`src/uart_pkg.sv`:
```
`default_nettype none

package uart_pkg;

    // The clock is scaled down so that a frame takes only a few hundred cycles.
    localparam int clock_rate = 1_600_000;
    localparam int baud_rate  = 100_000;

    localparam int clk_per_bit = clock_rate / baud_rate; // Clock cycles per serial bit.
    localparam int half_bit    = clk_per_bit / 2;        // Offset to the middle of a bit.
    localparam int bit_cnt_w   = $clog2(clk_per_bit);    // Width of the bit-period counter.

    localparam int data_bits  = 8;
    localparam int data_cnt_w = $clog2(data_bits);       // Width of the data bit index.

    // The transmitter drives the line one cycle behind its state.
    typedef enum logic [2:0]
    {
        tx_idle    = 3'b000,
        tx_start   = 3'b001,
        tx_data    = 3'b010,
        tx_stop    = 3'b011,
        tx_cleanup = 3'b100
    } tx_state_t;

    typedef enum logic [1:0]
    {
        rx_idle  = 2'b00,
        rx_start = 2'b01,
        rx_data  = 2'b10,
        rx_stop  = 2'b11
    } rx_state_t;

    // One received frame.
    typedef struct packed
    {
        logic [data_bits-1:0] data;        // Data byte with bit 0 first on the line.
        logic                 frame_error; // Stop bit was sampled low.
    } rx_byte_t;

endpackage

`default_nettype wire

```
`src/uart_tx.sv`:
```
`timescale 1ns/1ns
`default_nettype none

module uart_tx
(
    input  logic       clk,
    input  logic       arst,
    input  logic       dv,
    input  logic [7:0] data,
    output logic       active,
    output logic       done,
    output logic       q
);
    import uart_pkg::*;

    tx_state_t             state;
    logic [7:0]            tx_buf;
    logic [bit_cnt_w-1:0]  clk_cnt;
    logic [data_cnt_w-1:0] bit_cnt;
    logic                  bit_end;

    assign bit_end = (clk_cnt == bit_cnt_w'(clk_per_bit - 1)); // Last cycle of a bit period.

    // The byte is captured once per frame, when it is accepted.
    always_ff @(posedge clk)
    begin
        if (state == tx_idle && dv)
        begin
            tx_buf <= data;
        end
    end

    always_ff @(posedge clk or posedge arst)
    begin
        if (arst)
        begin
            state   <= tx_idle;
            clk_cnt <= '0;
            bit_cnt <= '0;
            active  <= 1'b0;
            done    <= 1'b0;
            q       <= 1'b1;
        end
        else
        begin
            case (state)
                tx_idle:
                begin
                    clk_cnt <= '0;
                    bit_cnt <= '0;
                    q       <= 1'b1;
                    if (dv)
                    begin
                        active <= 1'b1;
                        state  <= tx_start;
                    end
                end

                tx_start:
                begin
                    q <= 1'b0;
                    if (bit_end)
                    begin
                        clk_cnt <= '0;
                        state   <= tx_data;
                    end
                    else
                    begin
                        clk_cnt <= clk_cnt + 1'b1;
                    end
                end

                tx_data:
                begin
                    q <= tx_buf[bit_cnt]; // Least significant bit goes first.
                    if (bit_end)
                    begin
                        clk_cnt <= '0;
                        if (bit_cnt == data_cnt_w'(data_bits - 1))
                        begin
                            bit_cnt <= '0;
                            state   <= tx_stop;
                        end
                        else
                        begin
                            bit_cnt <= bit_cnt + 1'b1;
                        end
                    end
                    else
                    begin
                        clk_cnt <= clk_cnt + 1'b1;
                    end
                end

                tx_stop:
                begin
                    q <= 1'b1;
                    if (bit_end)
                    begin
                        clk_cnt <= '0;
                        state   <= tx_cleanup;
                    end
                    else
                    begin
                        clk_cnt <= clk_cnt + 1'b1;
                    end
                end

                tx_cleanup:
                begin
                    // The stop bit on q ends one cycle into this state, then done is held once.
                    if (!done)
                    begin
                        active <= 1'b0;
                        done   <= 1'b1;
                    end
                    else
                    begin
                        done  <= 1'b0;
                        state <= tx_idle;
                    end
                end

                default:
                begin
                    state <= tx_idle;
                end
            endcase
        end
    end

endmodule

`default_nettype wire

```
`src/uart_rx.sv`:
```
`timescale 1ns/1ns
`default_nettype none

module uart_rx
(
    input  logic               clk,
    input  logic               arst,
    input  logic               rxd,
    output logic               rx_valid,
    output uart_pkg::rx_byte_t rx_byte
);
    import uart_pkg::*;

    logic                  rxd_meta;
    logic                  rxd_sync;
    rx_state_t             state;
    logic [bit_cnt_w-1:0]  clk_cnt;
    logic [data_cnt_w-1:0] bit_cnt;
    logic [data_bits-1:0]  shift;
    logic                  start_mid;
    logic                  bit_mid;

    assign start_mid = (clk_cnt == bit_cnt_w'(half_bit - 1));    // Middle of the start bit.
    assign bit_mid   = (clk_cnt == bit_cnt_w'(clk_per_bit - 1)); // One bit after the last sample.

    // Both flops reset high so that reset does not look like a start bit.
    always_ff @(posedge clk or posedge arst)
    begin
        if (arst)
        begin
            rxd_meta <= 1'b1;
            rxd_sync <= 1'b1;
        end
        else
        begin
            rxd_meta <= rxd;
            rxd_sync <= rxd_meta;
        end
    end

    always_ff @(posedge clk)
    begin
        if (state == rx_data && bit_mid)
        begin
            shift <= {rxd_sync, shift[data_bits-1:1]}; // First bit ends up in bit 0.
        end
    end

    always_ff @(posedge clk or posedge arst)
    begin
        if (arst)
        begin
            state    <= rx_idle;
            clk_cnt  <= '0;
            bit_cnt  <= '0;
            rx_valid <= 1'b0;
            rx_byte  <= '0;
        end
        else
        begin
            rx_valid <= 1'b0;
            case (state)
                rx_idle:
                begin
                    clk_cnt <= '0;
                    bit_cnt <= '0;
                    if (!rxd_sync)
                    begin
                        state <= rx_start;
                    end
                end

                rx_start:
                begin
                    if (start_mid)
                    begin
                        clk_cnt <= '0;
                        if (rxd_sync)
                        begin
                            state <= rx_idle; // Line is high again, so it was a glitch.
                        end
                        else
                        begin
                            state <= rx_data;
                        end
                    end
                    else
                    begin
                        clk_cnt <= clk_cnt + 1'b1;
                    end
                end

                rx_data:
                begin
                    if (bit_mid)
                    begin
                        clk_cnt <= '0;
                        if (bit_cnt == data_cnt_w'(data_bits - 1))
                        begin
                            bit_cnt <= '0;
                            state   <= rx_stop;
                        end
                        else
                        begin
                            bit_cnt <= bit_cnt + 1'b1;
                        end
                    end
                    else
                    begin
                        clk_cnt <= clk_cnt + 1'b1;
                    end
                end

                rx_stop:
                begin
                    if (bit_mid)
                    begin
                        clk_cnt             <= '0;
                        rx_byte.data        <= shift;
                        rx_byte.frame_error <= ~rxd_sync;
                        rx_valid            <= 1'b1;
                        state               <= rx_idle;
                    end
                    else
                    begin
                        clk_cnt <= clk_cnt + 1'b1;
                    end
                end

                default:
                begin
                    state <= rx_idle;
                end
            endcase
        end
    end

endmodule

`default_nettype wire

```
`src/uart_core.sv`:
```
`timescale 1ns/1ns
`default_nettype none

module uart_core
(
    input  logic               clk,
    input  logic               arst,
    input  logic               dv,
    input  logic [7:0]         data,
    output logic               active,
    output logic               done,
    output logic               txd,
    input  logic               rxd,
    output logic               rx_valid,
    output uart_pkg::rx_byte_t rx_byte
);

    // The two directions are independent apart from clock and reset.
    uart_tx tx_i
    (
        .clk    (clk),
        .arst   (arst),
        .dv     (dv),
        .data   (data),
        .active (active),
        .done   (done),
        .q      (txd)
    );

    uart_rx rx_i
    (
        .clk      (clk),
        .arst     (arst),
        .rxd      (rxd),
        .rx_valid (rx_valid),
        .rx_byte  (rx_byte)
    );

endmodule

`default_nettype wire

```
`config.mk`:
```
export PLATFORM = sky130hd
export DESIGN_NAME = uart_core
export DESIGN_NICKNAME = d
export VERILOG_FILES = /design/src/uart_pkg.sv /design/src/uart_tx.sv /design/src/uart_rx.sv /design/src/uart_core.sv
export SDC_FILE = /design/constraint.sdc
export NUM_CORES = 1
export LEC_CHECK = 0
export BUFFER_PORTS_ARGS = -buffer_cell sky130_fd_sc_hd__clkbuf_2
export CAP_MARGIN = 20
export CORE_ASPECT_RATIO = 0.75
export CORE_MARGIN = 2
export CORE_UTILIZATION = 55
export DETAILED_ROUTE_END_ITERATION = 8
export PLACE_DENSITY_LB_ADDON = 0.1
export SLEW_MARGIN = 20
export SYNTH_ARGS = -nofsm -noshare
export SYNTH_HDL_FRONTEND = slang
export SYNTH_SLANG_ARGS = --single-unit
```
`constraint.sdc`:
```
create_clock -name clk -period 1.9 [get_ports clk]
set_input_delay 0.095 -clock clk [delete_from_list [all_inputs] [get_ports clk]]
set_output_delay 0.095 -clock clk [all_outputs]
set_load 0.1 [all_outputs]
```
-- Word level (Yosys, flattened, before mapping)
Cells that the tools add are included.
- add/subtract/negate cells: 4
- multipliers: 0
- div/mod/pow operators: 0
- order comparisons: 1
- equality and inequality tests: 24
- shift-type cells: 0
- multiplexer cells: 34
- bitwise logic cells: 1
- reduce and logical (&&, ||, !) cells: 18
- operator list (operator ; count):
    $mux W3 ; 10
    $ne A2 B1 Y1 const B ; 8
    $pmux W3 S5 ; 1
    $mux W2 ; 6
    $mux W4 ; 3
    $pmux W3 S2 ; 2
    $pmux W4 S3 ; 1
    $eq A3 B3 Y1 const B ; 3
    $add A4 B1 Y4 const B ; 2
    $eq A4 B4 Y1 const B ; 2
    $ne A2 B2 Y1 const B ; 4
    $pmux W2 S4 ; 1
    $pmux W4 S2 ; 1
    $reduce_bool A2 Y1 ; 4
    $add A3 B1 Y3 const B ; 2
    $eq A3 B2 Y1 const B ; 2
    $mux W1 ; 6
    $reduce_and A2 Y1 ; 3
    $reduce_and A6 Y1 ; 1
    $reduce_and A5 Y1 ; 1
    $eq A2 B2 Y1 const B ; 2
    $eq A4 B3 Y1 const B ; 1
    $lt A3 B4 Y1 const B ; 1
    $reduce_or A2 Y1 ; 2
    other kinds (12) ; 13
- register bits after elaboration: 50
- latch bits: 0
- bits in writable memories: 0
- bits in read-only memories: 0
- input port bits: 12
- output and inout bits: 13
- word-level logic and storage cells: 98
- memories: 0

-- Depth between registers and ports, before layout
Gate-level depths: netlist of the first run.
- depth after elaboration: 4
- gate-level depth with buffers: 6

-- Hierarchy
Synthesis of the first run repeated with hierarchy kept, for this count alone.
- cells, all modules: 174
- area total of the unflattened synthesis: 2209.6 um2
- by module, submodules not included (module ; times used ; cells each ; area each (um2) ; seq. area each (um2)):
    uart_rx ; 1 ; 86 ; 1179.9 ; 768.2
    uart_tx ; 1 ; 88 ; 1029.7 ; 566.8

-- Worst setup path after synthesis of the first run
No wires, ideal clock.
- path type: register to register
- start point: register rx_i.clk_cnt[0]
- end point: register rx_i.shift[0] (enable)
- setup time: 0.332 ns
- data arrival time: 1.318 ns
- required time: 1.568 ns
- setup slack: 0.250 ns
- cell stages (with the launch flop): 5
- path buffers: 0
- period minus slack after synthesis: 1.650 ns
- cells stage by stage: dfrtp_1 ha_1 nand3_4 nor2_1 and2_1
- cells in the longest elaborated chain, start to end: 2
- ends and longest elaborated chain (what ; RTL line ; source):
    from (decl) ; uart_rx.sv:17 ; logic [bit_cnt_w-1:0] clk_cnt;
    from (signal assigned) ; uart_rx.sv:89 ; clk_cnt <= clk_cnt + 1'b1;
    from (signal assigned) ; uart_rx.sv:110 ; clk_cnt <= clk_cnt + 1'b1;
    from (signal assigned) ; uart_rx.sv:126 ; clk_cnt <= clk_cnt + 1'b1;
    $eq A4 B4 Y1 ; uart_rx.sv:24 ; assign bit_mid = (clk_cnt == bit_cnt_w'(clk_per_bit - 1));
    $logic_and A1 B1 Y1 ; uart_rx.sv:43 ; if (state == rx_data && bit_mid)
    to (signal assigned) ; uart_rx.sv:45 ; shift <= {rxd_sync, shift[data_bits-1:1]};
    to (decl) ; uart_rx.sv:19 ; logic [data_bits-1:0] shift;
Every way passes these cells.
A chain may end at the register's enable or synchronous reset.

-- Worst setup path in the final report of the first run
- start point: register rx_i.clk_cnt[0]
- end point: register rx_i.rx_byte[8] (netlist name)
- cells in the longest elaborated chain, start to end: 2
- ends and longest elaborated chain (what ; RTL line):
    $eq A4 B4 Y1 ; uart_rx.sv:24
    $reduce_and A2 Y1 (no source line) ; --
Every way passes these cells.

==> flow_summary.json, run 1 <==
{
  "port_buffers": 24,
  "ys_warn_count": 0,
  "wl_met1_um": 1810,
  "gr-usage-all-layers_pct": 20.0,
  "stdcell_area_um2": 2510,
  "critPathKind": "flip-flop to flip-flop",
  "wl_met3_um": 198,
  "gp_congestion": 0.797,
  "final_common_cell": "dfrtp_1",
  "root_buffer": "clkbuf_8",
  "fp-row-count": 19,
  "fin_crit_ns": 1.74,
  "dr.pass1.iters": 4,
  "synth.area.top_cells": "dfrtp_1 36%, edfxtp_1 22%, mux2_2 4.2%",
  "cpPeakStageDelay_ns": 0.40,
  "grt_pass1_vias": 1420,
  "drive_gt1_share_pct": 26.0,
  "cts_sinks": 50,
  "ant_nets": 0,
  "postPlaceCellArea_um2": 2300,
  "drc_errors": 0,
  "syn_to_final_growth_pct": 17.3,
  "grt_pass1_wl_um": 6730,
  "leakage_nw": 1.08,
  "rsz0062_at_grt": "false",
  "drt-initial-drc-count": 104,
  "cp_data_required_time_ns": 2.09,
  "synth_cell_type_count": 46,
  "start_util_pct": 57.8,
  "synth_fp_nets": 182,
  "vias": 1398,
  "nets": 218,
  "seq_area_frac_synth_pct": 62.3,
  "wirelength_um": 3930,
  "critical_path.top_delay_family": "flip-flops",
  "synth_async_sr_flop_share_pct": 68.0,
  "peakVddDrop_uv": 998,
  "avgSynthCellArea_um2": 13.1,
  "htreeDepth": 2,
  "cts_setup_buffers": 0,
  "slew_headroom_pct": 63.7,
  "cts_tree": "done",
  "synth.largest_area_cell": "dfrtp_1",
  "drt-vias-per-instance": 5.55,
  "die_h_um": 58.0,
  "path_cells": "ha_1 -> nand3_4 -> buf_4 -> nor2_4 -> mux2_2",
  "final.setup_skew_ns": 0.0113,
  "num_io_pins": 25,
  "drv_cap": 0,
  "fmax_ghz": 0.574,
  "finalSetupViolCount": 0,
  "postLayoutCoreUtil_pct": 67.7,
  "synth_edf_count": 16,
  "insertion_delay_ns": 0.31,
  "grt-ovfl-total": 0,
  "diodes": 0,
  "syn_area_um2": 2140,
  "seqCellArea_um2": 1340,
  "synth_top_area_share_pct": 36.2,
  "cp_max_fo": 11,
  "setup_tns_ns": 0,
  "avgRoutedWirePerCell_um": 15.6,
  "hold_class": "primary input to flip-flop",
  "cp-end-kind": "flip-flop",
  "cts_buffers": 5,
  "clk_pin_slew_ns": 0.09,
  "routed.top_layer": "met4",
  "die_w_um": 76.1,
  "synthFlopType": "dfrtp_1",
  "multiInputGateArea_um2": 739,
  "core_um2": 3710,
  "worst_setup_path_start_kind": "flip-flop",
  "crit_slowest_cell": "dfrtp_1",
  "min_period_over_period_pct": 91.7,
  "netlist_instances": 164,
  "critPathBufInv": 1,
  "worstMarginPinSlew_ns": 0.547,
  "dpl.hpwl_um": 2620,
  "grt_antenna_before_repair": 0,
  "grt_max_degree": 35,
  "wl_met2_um": 1880,
  "cellPowerDensity_nw_per_um2": 1340,
  "arrival_ns": 1.93,
  "final_cell_mix": "31 x dfrtp_1, 24 x clkbuf_2, 16 x edfxtp_1, 14 x nor2_1",
  "hold_viol": 0,
  "ys_ff_latch": 50,
  "nFillCells": 281,
  "status": "finished, final reports clean",
  "clockBufferDepth": 2,
  "slew_viol_final": 0,
  "die-area_um2": 4410
}
report_power, final:
| group | switching (mW) | internal (mW) | leakage (nW) | total, mW |
|---|---|---|---|---|
| Sequential | 0.166 | 1.28 | 0.557 | 1.44 |
| Clock | 0.344 | 0.387 | 0.0542 | 0.731 |
| Combinational | 0.864 | 0.331 | 0.466 | 1.20 |
layout make-up:
cell class | instances | area share, %
timing repair buffer | 38 | 9.96
sequential | 50 | 53.1
clock buffer | 5 | 2.74
multi-input combinational | 101 | 29.4
clock inverter | 2 | 1.54
inverter | 4 | 0.598
tap | 52 | 2.59
flip-flops by register name, indices dropped and copies added, names as in the netlist, named ones only:
register / flops
rx_i.rx_valid: 1
tx_i.state: 3
tx_i.done: 1
rx_i.rxd_meta: 1
tx_i.active: 1
rx_i.clk_cnt: 4
tx_i.clk_cnt: 4
rx_i.rx_byte: 9
rx_i.rxd_sync: 1
rx_i.bit_cnt: 3
rx_i.shift: 8
tx_i.tx_buf: 8
tx_i.bit_cnt: 3
tx_i.q: 1
rx_i.state: 1
Yosys cell counts, types with 4 or more instances:
library cell / count
dfrtp_1: 31
ha_1: 6
nor2_1: 14
a22o_1: 6
inv_1: 4
nand2_1: 10
mux2_2: 8
o21ai_0: 8
a21oi_1: 6
nand3_1: 4
edfxtp_1: 16
final timing paths:
path                                 start              end  slack, ns  depth (start not counted)
max                        rx_i.clk_cnt[0]  rx_i.rx_byte[8]       0.16                          5
min                                     dv      tx_i.active       0.14                          3
max reg2reg                rx_i.clk_cnt[0]  rx_i.rx_byte[8]       0.16                          5
min reg2reg                  rx_i.rxd_meta    rx_i.rxd_sync       0.36                          0
max in group asynchronous             arst    rx_i.rxd_meta       1.16                          4
min in group asynchronous             arst  rx_i.rx_byte[7]       0.39                          4
cells by family (layout without fill, tap and decap cells):
group	Yosys count	in the layout	share of synthesized area (%)
and+or+nand+nor	41	41	10.3
DFF	50	50	62.3
buffers and inverters	13	49	3.21
AOI/OAI and AO/OA	39	39	13.2
adders and majority gates	6	6	3.50
muxes	11	11	5.84
xor gates and xnor gates	4	4	1.64
routing by layer:
metal  vias up  global-route usage (%)
met5         -                       0
met4         0                    4.94
met3         5                    7.01
met2        45                    32.3
met1       675                    26.7
li1        673                       -
worst register-to-register path, cell delays in order (launching register included):
cell     delay [ns]
dfrtp_1        0.40
ha_1           0.33
nand3_4        0.09
buf_4          0.17
nor2_4         0.27
mux2_2         0.38
through the flow:
stage / hold WS [ns] / power [mW] / setup slack, ns / std cells
2_1_floorplan: 0.0995 / 2.42 / 0.250 / 164
3_3_place_gp: 0.183 / 2.60 / 0.197 / 235
3_5_place_dp: 0.193 / 2.64 / 0.106 / 235
4_1_cts: 0.131 / 3.39 / 0.0873 / 252
5_1_grt: 0.147 / 3.52 / 0.0688 / 252
6_report: 0.137 / 3.37 / 0.158 / 252
repair_timing:
action                                  4_1_cts  5_1_grt
gates resized for setup                       0        1
endpoints found under the hold margin        40        0
hold buffers                                 10        0
endpoints found under the setup margin        0        8
Power figures use the tool's default switching activity.
==> inputs of run 2 (changes only) <==
CORE_UTILIZATION = 57   (was 55)
REMOVE_ABC_BUFFERS = 1   (was not set)
==> flow_summary.json, run 2 (same netlist as run 1, synthesis figures left out) <==
{
  "power_frac_comb_pct": 35.7,
  "grtUsageMet1_pct": 25.8,
  "wirelength_um": 3610,
  "hold_viol": 0,
  "cp_max_fo": 11,
  "final.setup_skew_ns": 0.00497,
  "core_um2": 3640,
  "cp.depth": 5,
  "critPathBufInv": 1,
  "avgRoutedWirePerCell_um": 14.3,
  "htreeDepth": 2,
  "grt_max_degree": 35,
  "hold_path_end": "tx_i.active",
  "port_buffers": 24,
  "fin_crit_ns": 1.76,
  "seqPwrFrac_pct": 42.9,
  "diodes": 0,
  "reg2reg_depth": 5,
  "clkPwrFrac_pct": 21.4,
  "critical_path.top_delay_family": "flip-flops",
  "largest_reg_flops": 9,
  "cts_buffers": 5,
  "root_buffer": "clkbuf_8",
  "fmax_ghz": 0.567,
  "nFillCells": 270,
  "dr.pass1.iters": 4,
  "die_h_um": 57.1,
  "reg2reg_slack_ns": 0.14,
  "fp-row-count": 19,
  "vias": 1378,
  "cts_sinks": 50,
  "clockBufferDepth": 2,
  "netSwitchingPower_mw": 1.35,
  "start_util_pct": 58.9,
  "grt_use_met2_pct": 30.8,
  "slew_viol_final": 0,
  "final_cell_mix": "31 x dfrtp_1, 24 x clkbuf_2, 16 x edfxtp_1, 14 x nor2_1",
  "setup_tns_ns": 0,
  "gr-usage-all-layers_pct": 19.4,
  "die-area_um2": 4270,
  "drt-vias-per-instance": 5.45,
  "crit_slowest_cell": "dfrtp_1",
  "grt_pass1_wl_um": 6130,
  "cpPeakStageDelay_ns": 0.40,
  "drt-initial-drc-count": 52,
  "grt-ovfl-total": 0,
  "leakage_nw": 1.08,
  "cts_tree": "done",
  "finalSetupViolCount": 0,
  "cp-end-kind": "flip-flop",
  "largestRegisters": "rx_i.rx_byte: 9 flops, rx_i.shift: 8 flops, tx_i.tx_buf: 8 flops",
  "ant_nets": 0,
  "r2r-start": "rx_i.clk_cnt[0]",
  "dpl.hpwl_um": 2510,
  "switching_share_pct": 40.4,
  "worst_setup_path_start_kind": "flip-flop",
  "slew_headroom_pct": 63.8,
  "use_met3_pct": 5.30,
  "arrival_ns": 1.95,
  "drc_errors": 0,
  "rr_endpoint": "rx_i.rx_byte[7]",
  "critPathKind": "flip-flop to flip-flop",
  "insertion_delay_ns": 0.29,
  "power.internal_mw": 2.00,
  "postLayoutCoreUtil_pct": 69.1,
  "dp_slack_ns": 0.0945,
  "min_period_over_period_pct": 92.8,
  "path_cells": "ha_1 -> nand3_4 -> buf_4 -> nor2_4 -> mux2_2",
  "grt_antenna_before_repair": 0,
  "grt_pass1_vias": 1362,
  "hold_depth": 3,
  "gp_congestion": 0.795,
  "cts_setup_buffers": 0,
  "die_w_um": 74.8,
  "hold_class": "primary input to flip-flop",
  "regMostFlops": "rx_i.rx_byte",
  "num_io_pins": 25,
  "cp_data_required_time_ns": 2.08,
  "rsz0062_at_grt": "false",
  "cellPowerDensity_nw_per_um2": 1330,
  "nets": 218,
  "clk_pin_slew_ns": 0.09,
  "setup_ws_ns": 0.137,
  "status": "finished, final reports clean",
  "syn_to_final_growth_pct": 17.3,
  "drv_cap": 0,
  "final_common_cell": "dfrtp_1",
  "drive_gt1_share_pct": 26.4,
  "min_from": "dv",
  "worstMarginPinSlew_ns": 0.545,
  "top_usage_layer": "met2",
  "peakVddDrop_uv": 1090
}
[run 2: power by group through the flow]
stage | logic (mW) | clock network (mW) | registers (mW)
after global placement | 1.15 | 0 | 1.44
after global routing | 1.28 | 0.771 | 1.46
after CTS | 1.21 | 0.733 | 1.44
final | 1.20 | 0.715 | 1.44
after detailed placement | 1.19 | 0 | 1.46
after floorplan | 0.384 | 0 | 2.01
[run 2: worst max-delay path by stage]
stage                         start         endpoint  slack (ns)
finish              rx_i.clk_cnt[0]  rx_i.rx_byte[7]        0.14
CTS                 rx_i.clk_cnt[0]    rx_i.shift[7]        0.09
detailed placement  rx_i.clk_cnt[0]    rx_i.shift[1]        0.09
global route        rx_i.clk_cnt[0]  rx_i.rx_byte[7]        0.02
floorplan           rx_i.clk_cnt[0]    rx_i.shift[0]        0.25
global placement    rx_i.clk_cnt[0]    rx_i.shift[3]        0.21
[run 2: repair_timing]
item	CTS	global route
hold buffers	10	0
hold endpoints to repair	40	0
setup endpoints to repair	0	8
resized for setup	0	1
[run 2: per-layer routing]
metal / share of wire [%] / routed length, um
met5: 0 / 0
met4: 1.2 / 43
met3: 3.0 / 110
met2: 50 / 1790
met1: 46 / 1670
[run 2: stage by stage]
| step | std cells | hold WS, ns | total power, mW | instance area [um^2] |
|---|---|---|---|---|
| after floorplan | 155 | 0.0995 | 2.40 | 2090 |
| after global placement | 235 | 0.182 | 2.60 | 2300 |
| after detailed placement | 235 | 0.184 | 2.64 | 2300 |
| after CTS | 253 | 0.118 | 3.38 | 2510 |
| after global routing | 253 | 0.140 | 3.51 | 2510 |
| final | 253 | 0.121 | 3.35 | 2510 |
[run 2: area by class of cell]
type	count	area [um^2]	area share, %
repair buffers	38	250	9.96
well taps	52	65.1	2.59
multi-input cells	101	739	29.4
flip-flops and latches	50	1340	53.1
clock buffers	5	68.8	2.74
inverters	4	15.0	0.597
clock inverters	3	40.0	1.59
[run 2: tightest hold or removal path, delay by kind of cell]
family                 cells  cell delay [ns]
buffers and inverters      1             0.10
AOI/OAI and AO/OA          2             0.18
